**config.mk**
```make
export PLATFORM = sky130hd
export DESIGN_NAME = gemac_client_top
export DESIGN_NICKNAME = d
export VERILOG_FILES = /design/src/ll_stream_pkg.sv /design/src/mac_pkg.sv /design/src/fifo36_to_ll8.sv /design/src/gemac_client_top.sv /design/src/ll8_to_fifo36.sv /design/src/ll8_to_txmac.sv /design/src/rxmac_to_ll8.sv
export SDC_FILE = /design/constraint.sdc
export NUM_CORES = 1
export LEC_CHECK = 0
export BUFFER_PORTS_ARGS = -buffer_cell sky130_fd_sc_hd__buf_2
export CAP_MARGIN = 10
export CORE_ASPECT_RATIO = 0.5
export CORE_MARGIN = 1.5
export CORE_UTILIZATION = 50
export DETAILED_ROUTE_END_ITERATION = 12
export PLACE_DENSITY = 0.72
export SYNTH_ARGS = -nofsm -noshare
export SYNTH_HDL_FRONTEND = slang
export SYNTH_SLANG_ARGS = --single-unit
```
**constraint.sdc**
```tcl
create_clock -name clk -period 4.1 [get_ports clk]
set_clock_uncertainty 0.1 [all_clocks]
set_input_delay 0.41 -clock clk [delete_from_list [all_inputs] [get_ports clk]]
set_output_delay 0.41 -clock clk [all_outputs]
set_load 0.1 [all_outputs]
```
**src/ll_stream_pkg.sv**
```systemverilog
// ~~~~~~~~~~~~~~~~~~~~~~~~~~~~~~~~~~~~~~~~~~~~~~~~~~~~~~~~~~~~~~~~~~~~~
// Client word and byte formats. A frame is always longer than four bytes
// So a word or byte with both sof and eof set can mark an errored frame
// ~~~~~~~~~~~~~~~~~~~~~~~~~~~~~~~~~~~~~~~~~~~~~~~~~~~~~~~~~~~~~~~~~~~~~
package ll_stream_pkg;

   // First byte of the word sits in data[31:24]
   typedef struct packed {
      logic [1:0]  occ;    // Valid bytes on an eof word, 0 means all four
      logic        eof;
      logic        sof;
      logic [31:0] data;
   } f36_word_t;

   typedef struct packed {
      logic       sof;
      logic       eof;
      logic [7:0] data;
   } ll8_byte_t;

   localparam f36_word_t F36_ERROR = '{occ: 2'd0, eof: 1'b1, sof: 1'b1, data: 32'd0};
   localparam ll8_byte_t LL8_ERROR = '{sof: 1'b1, eof: 1'b1, data: 8'd0};

   function automatic logic f36_is_error(f36_word_t w);
      return w.sof && w.eof;
   endfunction

   // Number of bytes a word carries onto the byte stream
   function automatic logic [2:0] f36_byte_count(f36_word_t w);
      if (f36_is_error(w)) return 3'd1;
      if (w.eof && (w.occ != 2'd0)) return {1'b0, w.occ};
      return 3'd4;
   endfunction

   function automatic logic ll8_is_error(ll8_byte_t b);
      return b.sof && b.eof;
   endfunction

endpackage

```
**src/mac_pkg.sv**
```systemverilog
// ~~~~~~~~~~~~~~~~~~~~~~~~~~~~~~~~~~~~~~~~~~~~~~~~~~~~~~~~~~~~~~~~~~~~~
// Byte strobes between the client adapters and the gigabit MAC core
// ~~~~~~~~~~~~~~~~~~~~~~~~~~~~~~~~~~~~~~~~~~~~~~~~~~~~~~~~~~~~~~~~~~~~~
package mac_pkg;

   // Toward the transmit MAC
   // valid is held from the first byte to the last
   // error replaces valid for one cycle on underrun
   typedef struct packed {
      logic       valid;
      logic       error;
      logic [7:0] data;
   } tx_mac_t;

   // From the receive MAC
   // valid on consecutive cycles, one byte each
   // ack or error pulses once on the cycle after the last byte
   typedef struct packed {
      logic       valid;
      logic       ack;
      logic       error;
      logic [7:0] data;
   } rx_mac_t;

endpackage

```
**src/fifo36_to_ll8.sv**
```systemverilog
// ~~~~~~~~~~~~~~~~~~~~~~~~~~~~~~~~~~~~~~~~~~~~~~~~~~~~~~~~~~~~~~~~~~~~~
// Registered byte output. An error word leaves as one error marker byte
// ~~~~~~~~~~~~~~~~~~~~~~~~~~~~~~~~~~~~~~~~~~~~~~~~~~~~~~~~~~~~~~~~~~~~~
`timescale 1ns/100ps

module fifo36_to_ll8 import ll_stream_pkg::*; (
   input  logic      clk,
   input  logic      rst_n_i,
   input  f36_word_t f36_i,
   input  logic      f36_src_rdy_i,
   output logic      f36_dst_rdy_o,
   output ll8_byte_t ll_o,
   output logic      ll_src_rdy_o,
   input  logic      ll_dst_rdy_i
);

   f36_word_t  word_q;
   logic       word_vld_q;
   logic [1:0] idx_q;
   logic [2:0] word_cnt;
   logic       word_last;
   logic       slot_free;
   logic       f36_take;

   // Byte idx of word w, counted from the top
   function automatic ll8_byte_t pick_byte(f36_word_t w, logic [1:0] idx);
      logic [3:0][7:0] bytes;
      logic [2:0]      cnt;
      ll8_byte_t       b;
      bytes  = w.data;
      cnt    = f36_byte_count(w);
      b.data = bytes[2'd3 - idx];
      b.sof  = w.sof && (idx == 2'd0);
      b.eof  = w.eof && ({1'b0, idx} == cnt - 3'd1);
      return b;
   endfunction

   assign word_cnt  = f36_byte_count(word_q);
   assign word_last = ({1'b0, idx_q} == word_cnt - 3'd1);
   assign slot_free = !ll_src_rdy_o || ll_dst_rdy_i;

   // Next word is taken while the last byte of the current one goes out
   assign f36_dst_rdy_o = !word_vld_q || (slot_free && word_last);
   assign f36_take      = f36_src_rdy_i && f36_dst_rdy_o;

   always_ff @(posedge clk) begin
      if (!rst_n_i) begin
         word_vld_q   <= 1'b0;
         idx_q        <= 2'd0;
         ll_src_rdy_o <= 1'b0;
      end else if (slot_free) begin
         if (word_vld_q) begin
            ll_src_rdy_o <= 1'b1;
            if (!word_last) begin
               idx_q <= idx_q + 2'd1;
            end else begin
               idx_q      <= 2'd0;
               word_vld_q <= f36_take;
            end
         end else if (f36_take) begin
            // First byte bypasses the word register
            ll_src_rdy_o <= 1'b1;
            word_vld_q   <= (f36_byte_count(f36_i) != 3'd1);
            idx_q        <= 2'd1;
         end else begin
            ll_src_rdy_o <= 1'b0;
         end
      end else if (f36_take) begin
         word_vld_q <= 1'b1;
         idx_q      <= 2'd0;
      end
   end

   always_ff @(posedge clk) begin
      if (f36_take) word_q <= f36_i;
      if (slot_free) begin
         if (word_vld_q) ll_o <= pick_byte(word_q, idx_q);
         else if (f36_take) ll_o <= pick_byte(f36_i, 2'd0);
      end
   end

endmodule

```
**src/gemac_client_top.sv**
```systemverilog
// ~~~~~~~~~~~~~~~~~~~~~~~~~~~~~~~~~~~~~~~~~~~~~~~~~~~~~~~~~~~~~~~~~~~~~
// Client side of the MAC in one clock domain, no FIFOs between stages
// ~~~~~~~~~~~~~~~~~~~~~~~~~~~~~~~~~~~~~~~~~~~~~~~~~~~~~~~~~~~~~~~~~~~~~
`timescale 1ns/100ps

module gemac_client_top import ll_stream_pkg::*, mac_pkg::*; (
   input  logic      clk,
   input  logic      rst_n_i,
   // Transmit client words
   input  f36_word_t tx_f36_i,
   input  logic      tx_f36_src_rdy_i,
   output logic      tx_f36_dst_rdy_o,
   // Transmit MAC
   output tx_mac_t   tx_mac_o,
   input  logic      tx_ack_i,
   // Receive MAC
   input  rx_mac_t   rx_mac_i,
   // Receive client words
   output f36_word_t rx_f36_o,
   output logic      rx_f36_src_rdy_o,
   input  logic      rx_f36_dst_rdy_i
);

   ll8_byte_t tx_ll;
   logic      tx_ll_src_rdy;
   logic      tx_ll_dst_rdy;
   ll8_byte_t rx_ll;
   logic      rx_ll_src_rdy;
   logic      rx_ll_dst_rdy;

   // Transmit chain
   fifo36_to_ll8 u_fifo36_to_ll8 (
      .clk           (clk),
      .rst_n_i       (rst_n_i),
      .f36_i         (tx_f36_i),
      .f36_src_rdy_i (tx_f36_src_rdy_i),
      .f36_dst_rdy_o (tx_f36_dst_rdy_o),
      .ll_o          (tx_ll),
      .ll_src_rdy_o  (tx_ll_src_rdy),
      .ll_dst_rdy_i  (tx_ll_dst_rdy)
   );

   ll8_to_txmac u_ll8_to_txmac (
      .clk          (clk),
      .rst_n_i      (rst_n_i),
      .ll_i         (tx_ll),
      .ll_src_rdy_i (tx_ll_src_rdy),
      .ll_dst_rdy_o (tx_ll_dst_rdy),
      .tx_o         (tx_mac_o),
      .tx_ack_i     (tx_ack_i)
   );

   // Receive chain
   rxmac_to_ll8 u_rxmac_to_ll8 (
      .clk          (clk),
      .rst_n_i      (rst_n_i),
      .rx_i         (rx_mac_i),
      .ll_o         (rx_ll),
      .ll_src_rdy_o (rx_ll_src_rdy),
      .ll_dst_rdy_i (rx_ll_dst_rdy)
   );

   ll8_to_fifo36 u_ll8_to_fifo36 (
      .clk           (clk),
      .rst_n_i       (rst_n_i),
      .ll_i          (rx_ll),
      .ll_src_rdy_i  (rx_ll_src_rdy),
      .ll_dst_rdy_o  (rx_ll_dst_rdy),
      .f36_o         (rx_f36_o),
      .f36_src_rdy_o (rx_f36_src_rdy_o),
      .f36_dst_rdy_i (rx_f36_dst_rdy_i)
   );

endmodule

```
**src/ll8_to_fifo36.sv**
```systemverilog
// ~~~~~~~~~~~~~~~~~~~~~~~~~~~~~~~~~~~~~~~~~~~~~~~~~~~~~~~~~~~~~~~~~~~~~
// One output word of buffering. An error marker flushes the partial word
// ~~~~~~~~~~~~~~~~~~~~~~~~~~~~~~~~~~~~~~~~~~~~~~~~~~~~~~~~~~~~~~~~~~~~~
`timescale 1ns/100ps

module ll8_to_fifo36 import ll_stream_pkg::*; (
   input  logic      clk,
   input  logic      rst_n_i,
   input  ll8_byte_t ll_i,
   input  logic      ll_src_rdy_i,
   output logic      ll_dst_rdy_o,
   output f36_word_t f36_o,
   output logic      f36_src_rdy_o,
   input  logic      f36_dst_rdy_i
);

   logic [23:0] acc_q;
   logic [1:0]  cnt_q;
   logic        wsof_q;
   logic        take;
   logic        word_done;
   logic        cur_sof;
   logic [31:0] shifted;
   logic [31:0] word_data;

   assign ll_dst_rdy_o = !f36_src_rdy_o || f36_dst_rdy_i;
   assign take         = ll_src_rdy_i && ll_dst_rdy_o;
   assign word_done    = take && (ll_i.eof || (cnt_q == 2'd3));

   // Word takes its sof from the first byte
   assign cur_sof = (cnt_q == 2'd0) ? ll_i.sof : wsof_q;

   // Left-align a short last word so the first byte lands on top
   assign shifted   = {acc_q, ll_i.data};
   assign word_data = shifted << {2'd3 - cnt_q, 3'b000};

   always_ff @(posedge clk) begin
      if (!rst_n_i) begin
         cnt_q         <= 2'd0;
         wsof_q        <= 1'b0;
         f36_src_rdy_o <= 1'b0;
      end else begin
         if (word_done) f36_src_rdy_o <= 1'b1;
         else if (f36_dst_rdy_i) f36_src_rdy_o <= 1'b0;

         if (take) begin
            wsof_q <= cur_sof;
            if (word_done) cnt_q <= 2'd0;
            else cnt_q <= cnt_q + 2'd1;
         end
      end
   end

   always_ff @(posedge clk) begin
      if (take) acc_q <= {acc_q[15:0], ll_i.data};

      if (word_done) begin
         if (ll8_is_error(ll_i)) begin
            f36_o <= F36_ERROR;
         end else begin
            // occ wraps to 0 on a full word
            f36_o <= '{occ:  ll_i.eof ? cnt_q + 2'd1 : 2'd0,
                       eof:  ll_i.eof,
                       sof:  cur_sof,
                       data: word_data};
         end
      end
   end

endmodule

```
**src/ll8_to_txmac.sv**
```systemverilog
// ~~~~~~~~~~~~~~~~~~~~~~~~~~~~~~~~~~~~~~~~~~~~~~~~~~~~~~~~~~~~~~~~~~~~~
// Byte stream must keep up after the ack or the frame is cut with error
// ~~~~~~~~~~~~~~~~~~~~~~~~~~~~~~~~~~~~~~~~~~~~~~~~~~~~~~~~~~~~~~~~~~~~~
`timescale 1ns/100ps

module ll8_to_txmac import ll_stream_pkg::*, mac_pkg::*; (
   input  logic      clk,
   input  logic      rst_n_i,
   input  ll8_byte_t ll_i,
   input  logic      ll_src_rdy_i,
   output logic      ll_dst_rdy_o,
   output tx_mac_t   tx_o,
   input  logic      tx_ack_i
);

   typedef enum logic [1:0] {
      ST_IDLE,
      ST_WAIT_ACK,
      ST_SEND,
      ST_DROP
   } state_t;

   state_t    state_q;
   ll8_byte_t cur_q;
   logic      valid_q;
   logic      err_q;
   logic      take;

   // Byte on the MAC leaves on the ack, then one per cycle
   always_comb begin
      case (state_q)
         ST_IDLE:     ll_dst_rdy_o = 1'b1;
         ST_WAIT_ACK: ll_dst_rdy_o = tx_ack_i && !cur_q.eof;
         ST_SEND:     ll_dst_rdy_o = !cur_q.eof;
         default:     ll_dst_rdy_o = 1'b1;
      endcase
   end

   assign take = ll_src_rdy_i && ll_dst_rdy_o;
   assign tx_o = '{valid: valid_q, error: err_q, data: cur_q.data};

   always_ff @(posedge clk) begin
      if (!rst_n_i) begin
         state_q <= ST_IDLE;
         valid_q <= 1'b0;
         err_q   <= 1'b0;
      end else begin
         err_q <= 1'b0;
         case (state_q)
            ST_IDLE: begin
               // Bytes outside a frame are dropped
               if (take && ll_i.sof && !ll8_is_error(ll_i)) begin
                  state_q <= ST_WAIT_ACK;
                  valid_q <= 1'b1;
               end
            end
            ST_WAIT_ACK, ST_SEND: begin
               if (tx_ack_i || (state_q == ST_SEND)) begin
                  if (cur_q.eof) begin
                     valid_q <= 1'b0;
                     state_q <= ST_IDLE;
                  end else if (!ll_src_rdy_i) begin
                     valid_q <= 1'b0;
                     err_q   <= 1'b1;
                     state_q <= ST_DROP;
                  end else if (ll8_is_error(ll_i)) begin
                     // Marker ends the frame itself
                     valid_q <= 1'b0;
                     err_q   <= 1'b1;
                     state_q <= ST_IDLE;
                  end else begin
                     state_q <= ST_SEND;
                  end
               end
            end
            default: begin
               if (take && ll_i.eof) state_q <= ST_IDLE;
            end
         endcase
      end
   end

   always_ff @(posedge clk) begin
      if (take) cur_q <= ll_i;
   end

endmodule

```
**src/rxmac_to_ll8.sv**
```systemverilog
// ~~~~~~~~~~~~~~~~~~~~~~~~~~~~~~~~~~~~~~~~~~~~~~~~~~~~~~~~~~~~~~~~~~~~~
// No back-pressure to the MAC. A stalled output overruns the frame
// Bad and overrun frames end in one error marker byte
// ~~~~~~~~~~~~~~~~~~~~~~~~~~~~~~~~~~~~~~~~~~~~~~~~~~~~~~~~~~~~~~~~~~~~~
`timescale 1ns/100ps

module rxmac_to_ll8 import ll_stream_pkg::*, mac_pkg::*; (
   input  logic      clk,
   input  logic      rst_n_i,
   input  rx_mac_t   rx_i,
   output ll8_byte_t ll_o,
   output logic      ll_src_rdy_o,
   input  logic      ll_dst_rdy_i
);

   ll8_byte_t hold_q;
   logic      hold_vld_q;
   logic      ovr_q;
   logic      err_pend_q;
   logic      sof_next_q;
   logic      out_free;
   logic      mark_load;
   logic      hold_move;
   logic      overrun;
   logic      frame_end;

   assign frame_end = rx_i.ack || rx_i.error;
   assign out_free  = !ll_src_rdy_o || ll_dst_rdy_i;

   // Pending marker wins the output slot
   assign mark_load = out_free && err_pend_q;

   // Held byte leaves once its successor or the ack shows up
   assign hold_move = hold_vld_q && out_free && !err_pend_q && !rx_i.error &&
                      (hold_q.eof || rx_i.valid || rx_i.ack);

   assign overrun = rx_i.valid && !ovr_q && hold_vld_q && !(out_free && !err_pend_q);

   always_ff @(posedge clk) begin
      if (!rst_n_i) begin
         hold_vld_q   <= 1'b0;
         ovr_q        <= 1'b0;
         err_pend_q   <= 1'b0;
         sof_next_q   <= 1'b1;
         ll_src_rdy_o <= 1'b0;
      end else begin
         if (mark_load || hold_move) ll_src_rdy_o <= 1'b1;
         else if (ll_dst_rdy_i) ll_src_rdy_o <= 1'b0;

         if (mark_load) err_pend_q <= 1'b0;
         if (overrun || (rx_i.error && !ovr_q)) err_pend_q <= 1'b1;

         // Rest of an overrun frame is dropped up to its end strobe
         if (overrun) ovr_q <= 1'b1;
         else if (frame_end) ovr_q <= 1'b0;

         if (rx_i.valid && !ovr_q && !overrun) hold_vld_q <= 1'b1;
         else if (hold_move || overrun || rx_i.error) hold_vld_q <= 1'b0;

         if (frame_end) sof_next_q <= 1'b1;
         else if (rx_i.valid) sof_next_q <= 1'b0;
      end
   end

   always_ff @(posedge clk) begin
      if (rx_i.valid) hold_q <= '{sof: sof_next_q, eof: 1'b0, data: rx_i.data};
      else if (rx_i.ack) hold_q.eof <= 1'b1;

      if (mark_load) begin
         ll_o <= LL8_ERROR;
      end else if (hold_move) begin
         ll_o <= '{sof: hold_q.sof, eof: hold_q.eof || rx_i.ack, data: hold_q.data};
      end
   end

endmodule
```
==> reports/results.tsv, run 1 <==
stage	metric	value	unit
outcome	outcome	complete, no violations	
global_routing	grt_max_degree	45	
synthesis	synth_nets	486	
detailed_routing	vias	3628	
synthesis	synth_edf_count	124	
place	placed_area	6780	um2
sta	hold_viol	0	
global_routing	antenna_found_initial	0	
place	place_congestion	0.833	
worst_hold_path	min_path_type	input port to flop	
detailed_routing	first_pass_iters	6	
clock_tree	postCtsSetupBuffers	0	
floorplan	core_area	12000	um2
clock_tree	cts_made_buffers	17	
setup_path	crit_path_start_kind	flop	
sta	min_period	3.10	ns
sta	max_freq	322	MHz
power_and_ir_drop	p_leak	2.74	nW
setup_path	crit_fanout	5	
clock_tree	cts_hold_buffers	0	
sta	slew_viol_final	0	
setup_path	worst-setup-path-type	flop to output port	
setup_path	critPathCaptureType	output port	
synthesis	async_flop_share	0	%
finish	nets	574	
clock_tree	htreeDepth	4	
power_and_ir_drop	p_comb_share	15.9	%
run	maxCapViolCount	0	
clock_tree	cts_tree	built	
power_and_ir_drop	seq_power_share	45.9	%
global_routing	track_usage	17.9	%
power_and_ir_drop	ir_drop	0.336	mV
place	io_buffers	99	
synthesis	synthFlopType	edfxtp_1	
sta	rsz0062_at_grt	no	
power_and_ir_drop	powerDensity	573	nW/um2
sta	maxSlewHeadroom	26.9	%
power_and_ir_drop	sw_frac_of_total	28.9	%
power_and_ir_drop	p_sw	0.00122	W
detailed_routing	drc_errors	0	
synthesis	synthDistinctLibCells	53	
detailed_routing	wl_per_cell	15.7	um
synthesis	yosysSeqAreaShare	68.7	%
power_and_ir_drop	intPower	0.00301	W
floorplan	placementRows	28	
clock_tree	cts_sinks	152	
synthesis	ys.warnings.count	0	
floorplan	ioPinCount	100	
sta	worst_pin_slew	1.09	ns
synthesis	synth.avg_cell_area	14.6	um2
power_and_ir_drop	pwr-share-clk	38.2	%
detailed_routing	routed_wirelength	10.9	mm
finish	drive_gt1_share	31.5	%
floorplan	fp.dieW	161	um
finish	fin_area	7390	um2
synthesis	yosys_register_bits	152	
clock_tree	clock_path_buffers	2	
synthesis	synthCells	426	
sta	holdWs	0.0726	ns
clock_tree	path_clk_slew	0.06	ns
sta	final.setup.tns	0	ns
finish	antenna_cells	0	
detailed_routing	drt_iter0_markers	204	
global_routing	grt_first_pass_wirelength	17.6	mm
clock_tree	clkLatencyLatePin	0.41	ns
finish	fillers	941	
floorplan	die-height	82.0	um
clock_tree	cts-resized-gates	0	
setup_path	worstPathRequired	3.59	ns
clock_tree	cts_root_buf	clkbuf_16	
sta	finalCritPeriodShare	75.7	%
finish	final_util	61.7	%
place	dp_hpwl	7.11	mm
floorplan	dieArea	13200	um2
sta	setup_viol	0	
setup_path	arrival	2.59	ns
global_routing	gr-total-overflow	0	
finish	area_growth	18.5	%
detailed_routing	antenna_left	0	
synthesis	synth_area	6240	um2
floorplan	start_util	52.0	%
global_routing	first_global_vias	3508	
detailed_routing	vias_per_cell	5.24	
-- area by class of cell --
| cell class | instances | area (um2) | share of cell area (%) |
|---|---|---|---|
| clock buffers | 17 | 425 | 5.76 |
| well taps | 165 | 206 | 2.79 |
| inverters | 18 | 67.6 | 0.914 |
| flip-flops and latches | 152 | 4280 | 58.0 |
| clock inverters | 15 | 186 | 2.52 |
| repair buffers | 101 | 510 | 6.91 |
| multi-input cells | 224 | 1710 | 23.1 |
-- power groups by stage --
stage               clock [W]  combinational, W  sequential [W]
floorplan                   0          0.000501         0.00203
global placement            0          0.000666         0.00197
detailed placement          0          0.000675         0.00197
CTS                   0.00165          0.000679         0.00194
global route          0.00171          0.000719         0.00196
finish                0.00162          0.000673         0.00194
-- kinds of logic (layout without fill, tap and decap cells) --
kind of cell,after synthesis,count (layout),share of synthesized area [%]
AO/OA/AOI/OAI,61,61,6.98
XOR/XNOR,1,1,0.140
adder cells (fa/ha/maj),8,8,1.61
buffers and inverters,50,151,4.15
flip-flops,152,152,68.7
multiplexers,49,49,9.79
AND/OR/NAND/NOR,105,105,8.63
-- cell usage in the layout, fill, tap and decap left out, types with 3 or more instances in the layout --
| cell type | n |
|---|---|
| a211o_1 | 3 |
| a211oi_1 | 8 |
| a21oi_1 | 7 |
| a22oi_1 | 9 |
| a31oi_1 | 5 |
| and3_1 | 9 |
| and3b_1 | 4 |
| buf_2 | 99 |
| bufinv_16 | 3 |
| clkbuf_16 | 17 |
| dfxtp_1 | 28 |
| edfxtp_1 | 124 |
| ha_1 | 8 |
| inv_1 | 14 |
| inv_2 | 3 |
| inv_6 | 7 |
| mux2_2 | 16 |
| mux2i_1 | 25 |
| mux4_2 | 8 |
| nand2_1 | 9 |
| nand2b_1 | 6 |
| nand3_1 | 7 |
| nand3b_1 | 4 |
| nor2_1 | 45 |
| nor2b_1 | 4 |
| nor3_1 | 4 |
| o211ai_1 | 3 |
| o21a_1 | 3 |
| o21ai_0 | 5 |
| o21ai_1 | 4 |
-- state kept, by name, summed over array words and instances, names as in the netlist, 2 cells and up --
register / cells
u_fifo36_to_ll8.idx_q: 2
u_fifo36_to_ll8.ll_o: 10
u_fifo36_to_ll8.word_q: 36
u_ll8_to_fifo36.acc_q: 24
u_ll8_to_fifo36.cnt_q: 2
u_ll8_to_fifo36.f36_o: 36
u_ll8_to_txmac.state_q: 2
u_ll8_to_txmac.tx_o: 8
u_rxmac_to_ll8.hold_q: 10
u_rxmac_to_ll8.ll_o: 10
-- worst paths after layout --
path / startpoint / to / slack (ns) / cells after the start
setup reg to reg: u_fifo36_to_ll8.word_q[32] / u_fifo36_to_ll8.word_q[24] / 1.26 / 6
hold / removal: tx_f36_i[15] / u_fifo36_to_ll8.word_q[15] / 0.07 / 1
setup / recovery: u_fifo36_to_ll8.word_q[32] / tx_f36_dst_rdy_o / 1.0 / 7
hold reg to reg: u_fifo36_to_ll8.ll_o[5] / u_ll8_to_txmac.tx_o[5] / 0.32 / 0
-- synthesized netlist by cell type (6+ instances only) --
cell,count,area [um2]
a21oi_1,7,35.0
a211oi_1,8,60.1
nand2b_1,6,37.5
ha_1,8,100
mux2_2,16,180
a22oi_1,9,67.6
nand3_1,7,35.0
dfxtp_1,28,561
buf_2,6,30.0
nor2_1,46,173
buf_4,11,82.6
and3_1,9,56.3
mux4_2,8,180
edfxtp_1,124,3720
nand2_1,9,33.8
inv_1,14,52.6
mux2i_1,25,250
clkbuf_1,9,33.8
-- per-layer routing --
| metal | part of all wire (%) | global-route usage, % | vias up |
|---|---|---|---|
| met5 | 0 | 0 | - |
| met4 | 1.0 | 7.69 | 0 |
| met3 | 6.6 | 4.80 | 10 |
| met2 | 45 | 28.4 | 125 |
| met1 | 47 | 23.6 | 1719 |
| li1 | - | - | 1774 |
-- stage by stage --
step           power (W)  setup WS [ns]  cells
2_1_floorplan    0.00253          0.589    426
3_3_place_gp     0.00263           1.38    660
3_5_place_dp     0.00265           1.25    660
4_1_cts          0.00427          0.972    692
5_1_grt          0.00439          0.854    692
6_report         0.00423          0.998    692
-- worst max-delay path, stage by stage, from the launching register on --
cell      delay, ns
edfxtp_1       0.42
o21ai_1        0.26
ha_1           0.28
and3b_1        0.20
o221a_2        0.24
o221ai_1       0.36
inv_1          0.11
buf_2          0.31
Power figures use the tool's default switching activity.
==> inputs of run 2 (changes only) <==
Settings changed: ABC_AREA from default to 1, PLACE_DENSITY 0.72 to 0.75.
Clock period 4.1 ns to 2.83 ns, I/O delays scaled along.
==> run 2 against run 1 <==
  * Register-to-register slack got worse by 0.80 ns
  * Setup slack got worse by 0.84 ns
  * Die area fell by 0.82%
  * Highest routed layer unchanged
  * Sequential power rose by 46%
  * Sequential share of layout area fell by 3.5 points
  * Critical endpoint unchanged
  * Cell area rose by 6.5%
  * Utilization rose by 4.2 points
  * Count of clock-buffer cells in the layout rose by 2
==> reports/results.tsv, run 2 <==
stage	metric	value	unit	change
power_and_ir_drop	p_total	0.00627	W	was 0.00423 W
synthesis	synth_nets	598		was 486
setup_path	worstPathRequired	2.45	ns	was 3.59 ns
setup_path	r2r-start	u_fifo36_to_ll8.word_q[33]		was u_fifo36_to_ll8.word_q[32]
synthesis	yosysSeqAreaShare	69.3	%	was 68.7%
power_and_ir_drop	sw_frac_of_total	32.3	%	was 28.9%
clock_tree	clock_path_buffers	2		unchanged
power_and_ir_drop	powerDensity	797	nW/um2	was 573 nW/um2
setup_path	worst-setup-path-type	flop to output port		unchanged
synthesis	yosysTopAreaCell	edfxtp_1		unchanged
setup_path	crit_fanout	5		unchanged
detailed_routing	wl_per_cell	14.7	um	was 15.7 um
power_and_ir_drop	p_sw	0.00202	W	was 0.00122 W
global_routing	grt_max_degree	37		was 45
place	dp_hpwl	7.46	mm	was 7.11 mm
sta	final.setup.tns	0	ns	unchanged
sta	finalCritPeriodShare	94.4	%	
place	place_congestion	0.790		was 0.833
power_and_ir_drop	intPower	0.00425	W	was 0.00301 W
floorplan	core_area	11900	um2	was 12000 um2
clock_tree	htreeDepth	4		unchanged
power_and_ir_drop	ir_drop	0.498	mV	was 0.336 mV
power_and_ir_drop	p_comb_share	21.1	%	was 15.9%
sta	holdWs	0.0346	ns	was 0.0726 ns
setup_path	crit_start	u_fifo36_to_ll8.word_q[33]		was u_fifo36_to_ll8.word_q[32]
global_routing	gr-total-overflow	0		unchanged
clock_tree	cts_made_buffers	17		unchanged
finish	fin_cells	860		was 692
floorplan	ioPinCount	100		unchanged
place	io_buffers	99		unchanged
global_routing	antenna_found_initial	0		unchanged
synthesis	synthCells	538		was 426
sta	hold_viol	0		unchanged
detailed_routing	vias	4325		was 3628
detailed_routing	first_pass_iters	5		was 6
synthesis	yosys.cell_count.top_type	edfxtp_1		unchanged
synthesis	async_flop_share	0	%	unchanged
synthesis	synthDistinctLibCells	30		was 53
place	dp_slack	0.384	ns	was 1.25 ns
floorplan	dieArea	13100	um2	was 13200 um2
clock_tree	clkLatencyLatePin	0.42	ns	was 0.41 ns
synthesis	synth_edf_count	124		unchanged
finish	mostFrequentLayoutCell	edfxtp_1		unchanged
floorplan	fp.dieW	160	um	was 161 um
floorplan	placementRows	28		unchanged
detailed_routing	antenna_left	0		unchanged
sta	maxSlewHeadroom	61.1	%	was 26.9%
place	dpl.cell_count	781		was 660
global_routing	track_usage	20.1	%	was 17.9%
outcome	outcome	complete, no violations		unchanged
global_routing	grt_first_pass_wirelength	19.9	mm	was 17.6 mm
synthesis	synth_common_cells	124 x edfxtp_1, 93 x nor2_1, 67 x nand2_1		was 124 x edfxtp_1, 46 x nor2_1, 28 x dfxtp_1
sta	slew_viol_final	0		unchanged
setup_path	critPathCaptureType	output port		unchanged
synthesis	synth_area	6180	um2	was 6240 um2
finish	fillers	884		was 941
setup_path	crit_path_start_kind	flop		unchanged
sta	fin_ws	0.157	ns	was 0.998 ns
floorplan	die-height	81.6	um	was 82.0 um
synthesis	synth.avg_cell_area	11.5	um2	was 14.6 um2
clock_tree	cts_sinks	152		unchanged
power_and_ir_drop	p_leak	3.12	nW	was 2.74 nW
detailed_routing	drt_iter0_markers	258		was 204
finish	reg_top3	u_fifo36_to_ll8.word_q (36), u_ll8_to_fifo36.f36_o (36), u_ll8_to_fifo36.acc_q (24)		unchanged
clock_tree	cts_tree	built		unchanged
synthesis	ys.warnings.count	0		unchanged
synthesis	yosys_register_bits	152		unchanged
sta	max_freq	374	MHz	
power_and_ir_drop	pwr-share-clk	33.5	%	was 38.2%
finish	layout_common_cells	124 x edfxtp_1, 98 x buf_2, 92 x nor2_1		was 124 x edfxtp_1, 99 x buf_2, 45 x nor2_1
sta	min_period	2.67	ns	
finish	nets	742		was 574
worst_hold_path	min_path_type	input port to flop		unchanged
synthesis	synthTopCellsByArea	edfxtp_1 60%, dfxtp_1 9.1%, nor2_1 5.6%		was edfxtp_1 60%, dfxtp_1 9.0%, mux2i_1 4.0%
sta	setup_viol	0		unchanged
power_and_ir_drop	seq_power_share	45.3	%	was 45.9%
run	maxCapViolCount	0		unchanged
clock_tree	cts_root_buf	clkbuf_16		unchanged
floorplan	start_util	51.8	%	was 52.0%
finish	area_growth	27.2	%	was 18.5%
detailed_routing	vias_per_cell	5.03		was 5.24
global_routing	first_global_vias	4109		was 3508
setup_path	arrival	2.29	ns	was 2.59 ns
clock_tree	path_clk_slew	0.06	ns	about the same
detailed_routing	drc_errors	0		unchanged
worst_hold_path	worstHoldStart	rx_mac_i[8]		was tx_f36_i[15]
finish	antenna_cells	0		unchanged
finish	drive_gt1_share	24.0	%	was 31.5%
sta	rsz0062_at_grt	no		unchanged
detailed_routing	routed_wirelength	12.6	mm	was 10.9 mm
sta	worst_pin_slew	0.583	ns	was 1.09 ns
synthesis	synthFlopType	edfxtp_1		unchanged
synthesis	synth_top_area_share	60.2	%	was 59.7%
## run 2: area by class of cell
class                   instances  area [um2]  share of cell area (%)
clock buffers                  19         443                    5.63
clock inverters                13         113                    1.43
inverters                      44         165                    2.10
multi-input cells             312        1600                    20.4
flip-flops and latches        152        4280                    54.5
well taps                     165         206                    2.62
repair buffers                155        1050                    13.4
## run 2: repair_timing
action,in CTS,in global routing
hold buffers,44,0
pin swaps,0,3
setup endpoints to repair,1,1
gates resized for setup,1,10
buffers inserted,0,3
endpoints found under the hold margin,44,0
## run 2: metrics by stage
step / utilization (%) / cell area, um2
after global placement: 57.0 / 6810
final: 65.9 / 7870
after CTS: 65.4 / 7810
after detailed placement: 57.0 / 6810
after floorplan: - / 6200
after global routing: 65.9 / 7870
## run 2: logic make-up after synthesis
kind of cell / Yosys count / synth area share [%]
adders and majority gates: 8 / 1.62
DFF: 152 / 69.3
and+or+nand+nor: 196 / 13.2
buffers and inverters: 74 / 5.54
muxes: 8 / 1.30
AOI/OAI and AO/OA: 100 / 9.07
## run 2: path summary, 6_finish.rpt
check                                             endpoint  slack (ns)  depth (start not counted)
worst max-delay path                      tx_f36_dst_rdy_o        0.16                         12
worst min-delay path             u_rxmac_to_ll8.sof_next_q        0.03                          3
worst max register to register  u_fifo36_to_ll8.word_q[31]        0.46                         12
worst min register to register      u_ll8_to_txmac.tx_o[4]        0.31                          0
## run 2: per-layer routing
layer  wire length (um)  GRT usage (%)  vias up  share of wire, %
met1               5550           24.3     1992                44
met5                  0              0        -                 0
met4                218           7.48        0               1.7
met3                724           5.35       20               5.7
li1                   -              -     2147                 -
met2               6130           35.4      166                49
## run 2: power by group through the flow
stage	combinational [W]	clock [W]	sequential [W]
3_3_place_gp	0.00120	0	0.00287
3_5_place_dp	0.00122	0	0.00288
5_1_grt	0.00143	0.00223	0.00287
6_report	0.00132	0.00210	0.00284
4_1_cts	0.00128	0.00213	0.00284
2_1_floorplan	0.000877	0	0.00300
## run 2: critical path, stage by stage (launching register included)
cell	delay, ns
edfxtp_1	0.43
nand2_2	0.10
nand2_2	0.09
inv_1	0.06
ha_1	0.31
nand2_1	0.09
nand2_1	0.08
a21oi_2	0.13
nand3_2	0.11
nand2_1	0.11
inv_2	0.07
nor2_4	0.13
buf_12	0.18
==> inputs of run 3 (changes only) <==
--- a/constraint.sdc
+++ b/constraint.sdc
@@ -4,2 +4,2 @@
 set_output_delay 0.283 -clock clk [all_outputs]
-set_load 0.1 [all_outputs]
+set_load 0.02 [all_outputs]
==> run 3 against run 2 <==
  * Total power shrank 6.9%
  * Cell count decreased by 0.12%
  * Critical path depth did not move
  * Count of clock-buffer cells in the layout down 1
  * Setup slack better by 0.057 ns
  * Utilization is 0.45 points lower
  * Sequential power is essentially flat
  * Largest power group unchanged
==> reports/results.tsv, run 3 (synthesized netlist as in run 2, its figures left out) <==
stage	metric	value	unit	change
clock_tree	cts_root_buf	clkbuf_16		unchanged
setup_path	r2r-start	u_fifo36_to_ll8.word_q[33]		unchanged
global_routing	first_global_vias	4170		was 4109
finish	layout_common_cells	124 x edfxtp_1, 99 x buf_2, 93 x nor2_1		was 124 x edfxtp_1, 98 x buf_2, 92 x nor2_1
clock_tree	clock_path_buffers	2		unchanged
setup_path	crit_path_start_kind	flop		unchanged
worst_hold_path	min_path_type	input port to flop		unchanged
clock_tree	cts-resized-gates	0		was 1
finish	area_growth	26.4	%	was 27.2%
finish	drive_gt1_share	22.8	%	was 24.0%
clock_tree	htreeDepth	4		unchanged
sta	finalCritPeriodShare	92.4	%	was 94.4%
floorplan	fp.dieW	160	um	unchanged
worst_hold_path	worstHoldStart	rx_mac_i[9]		was rx_mac_i[8]
global_routing	grt_first_pass_wirelength	19.9	mm	about the same
clock_tree	cts_made_buffers	17		unchanged
clock_tree	clkLatencyLatePin	0.41	ns	was 0.42 ns
global_routing	grt_busiest_layer	met2		unchanged
run	maxCapViolCount	0		unchanged
global_routing	gr-total-overflow	0		unchanged
global_routing	track_usage	20.0	%	was 20.1%
global_routing	grt.met2_usage	36.9	%	was 35.4%
setup_path	worst-setup-path-type	flop to output port		unchanged
setup_path	critPathMostFrequentCell	nand2_1		unchanged
finish	antenna_cells	0		unchanged
detailed_routing	wl_per_cell	14.4	um	was 14.7 um
sta	fin_ws	0.214	ns	was 0.157 ns
sta	holdWs	0.0357	ns	was 0.0346 ns
detailed_routing	vias	4340		was 4325
setup_path	arrival	2.23	ns	was 2.29 ns
outcome	outcome	complete, no violations		unchanged
place	io_buffers	99		unchanged
global_routing	grt_util_met3	5.30	%	was 5.35%
setup_path	r2r.worst_path.cells	12		unchanged
detailed_routing	antenna_left	0		unchanged
floorplan	ioPinCount	100		unchanged
finish	fin_area	7810	um2	was 7870 um2
setup_path	reg2reg_to	u_fifo36_to_ll8.word_q[26]		was u_fifo36_to_ll8.word_q[31]
setup_path	ff2ff_setup_slack	0.50	ns	was 0.46 ns
place	dp_hpwl	7.50	mm	was 7.46 mm
setup_path	critPathCaptureType	output port		unchanged
power_and_ir_drop	p_total	0.00584	W	was 0.00627 W
detailed_routing	drc_errors	0		unchanged
place	placed_area	6810	um2	about the same
sta	max_freq	382	MHz	was 374 MHz
detailed_routing	first_pass_iters	5		unchanged
setup_path	path_cells	nand2_1, nand2_1, inv_1, ha_1, nand2_1, nand2_1, a21oi_1, nand3_1, nand2_1, inv_1, nor2_1, buf_2		was nand2_2, nand2_2, inv_1, ha_1, nand2_1, nand2_1, a21oi_2, nand3_2, nand2_1, inv_2, nor2_4, buf_12
finish	nets	741		was 742
setup_path	crit_fanout	5		unchanged
floorplan	core_area	11900	um2	unchanged
power_and_ir_drop	powerDensity	747	nW/um2	was 797 nW/um2
sta	min_period	2.62	ns	was 2.67 ns
floorplan	start_util	51.8	%	unchanged
worst_hold_path	holdPathStages	3		unchanged
sta	hold_viol	0		unchanged
floorplan	die-height	81.6	um	unchanged
worst_hold_path	hold_end	u_rxmac_to_ll8.sof_next_q		unchanged
finish	mostFrequentLayoutCell	edfxtp_1		unchanged
sta	setup_viol	0		unchanged
clock_tree	path_clk_slew	0.06	ns	about the same
finish	final_util	65.4	%	was 65.9%
floorplan	placementRows	28		unchanged
finish	reg_top3	u_fifo36_to_ll8.word_q (36), u_ll8_to_fifo36.f36_o (36), u_ll8_to_fifo36.acc_q (24)		unchanged
clock_tree	cts_sinks	152		unchanged
detailed_routing	drt_iter0_markers	334		was 258
detailed_routing	vias_per_cell	5.05		was 5.03
floorplan	dieArea	13100	um2	unchanged
power_and_ir_drop	p_leak	3.10	nW	was 3.12 nW
detailed_routing	routed_wirelength	12.4	mm	was 12.6 mm
sta	slew_viol_final	0		unchanged
place	place_congestion	0.772		was 0.790
setup_path	slowest_stage	edfxtp_1		unchanged
setup_path	critPathMaxStageDelay	0.44	ns	was 0.43 ns
global_routing	met1_usage	23.4	%	was 24.3%
global_routing	grt_max_degree	37		unchanged
sta	maxSlewHeadroom	53.4	%	was 61.1%
global_routing	antenna_found_initial	0		unchanged
place	dp_slack	0.526	ns	was 0.384 ns
power_and_ir_drop	ir_drop	0.381	mV	was 0.498 mV
setup_path	worstPathRequired	2.45	ns	about the same
sta	worst_pin_slew	0.698	ns	was 0.583 ns
clock_tree	cts_tree	built		unchanged
## run 3: cell types whose count changed in the layout (fill, tap and decap cells not counted), sizes merged
| cell | previous run | this run |
|---|---|---|
| buf | 111 | 110 |
| clkbuf | 19 | 18 |
| clkinvlp | 3 | 4 |
## run 3: through the flow
| step | setup TNS (ns) | instances |
|---|---|---|
| global route | -0.00663 | 859 |
| floorplan | 0 | 538 |
| global placement | 0 | 781 |
| CTS | 0 | 857 |
| finish | 0 | 859 |
| detailed placement | 0 | 781 |
## run 3: critical path: cells and delay by family (launching register included)
kind                     cells  cell delay (ns)
flip-flops                   1             0.44
AND/OR/NAND/NOR              7             0.67
buffers and inverters        3             0.34
adder cells (fa/ha/maj)      1             0.24
AO/OA/AOI/OAI                1             0.12
## run 3: worst max path at each step
stage	cells after the start	from	slack (ns)	endpoint
detailed placement	12	u_fifo36_to_ll8.word_q[33]	0.53	u_fifo36_to_ll8.word_q[15]
finish	12	u_fifo36_to_ll8.word_q[33]	0.21	tx_f36_dst_rdy_o
CTS	12	u_fifo36_to_ll8.word_q[33]	0.21	tx_f36_dst_rdy_o
global placement	12	u_fifo36_to_ll8.word_q[33]	0.58	u_fifo36_to_ll8.word_q[15]
floorplan	11	u_fifo36_to_ll8.word_q[33]	0.08	u_fifo36_to_ll8.word_q[0]
global route	12	u_fifo36_to_ll8.word_q[33]	-0.007	tx_f36_dst_rdy_o
## run 3: routing by layer
layer	part of all wire, %	wire (um)
met1	41	5050
met5	0	0
met3	6.6	814
met2	52	6430
met4	0.89	110
## run 3: power breakdown
group	switching (W)	leakage, nW	internal [W]	total [W]
Clock	0.000945	0.256	0.00114	0.00209
Combinational	0.000569	1.43	0.000325	0.000895
Sequential	0.000130	1.42	0.00272	0.00285
Total	0.00164	3.10	0.00419	0.00584
## run 3: cell type report
cell class / instances / area, um2
sequential: 152 / 4280
multi-input combinational: 312 / 1580
tap: 165 / 206
clock inverter: 14 / 119
fill: 898 / 4130
clock buffer: 18 / 429
inverter: 44 / 165
timing repair buffer: 154 / 1030
## run 3: repair_timing
item,4_1_cts,5_1_grt
hold buffers,44,0
hold endpoints to repair,44,0
buffers inserted,0,2
setup endpoints to repair,0,1
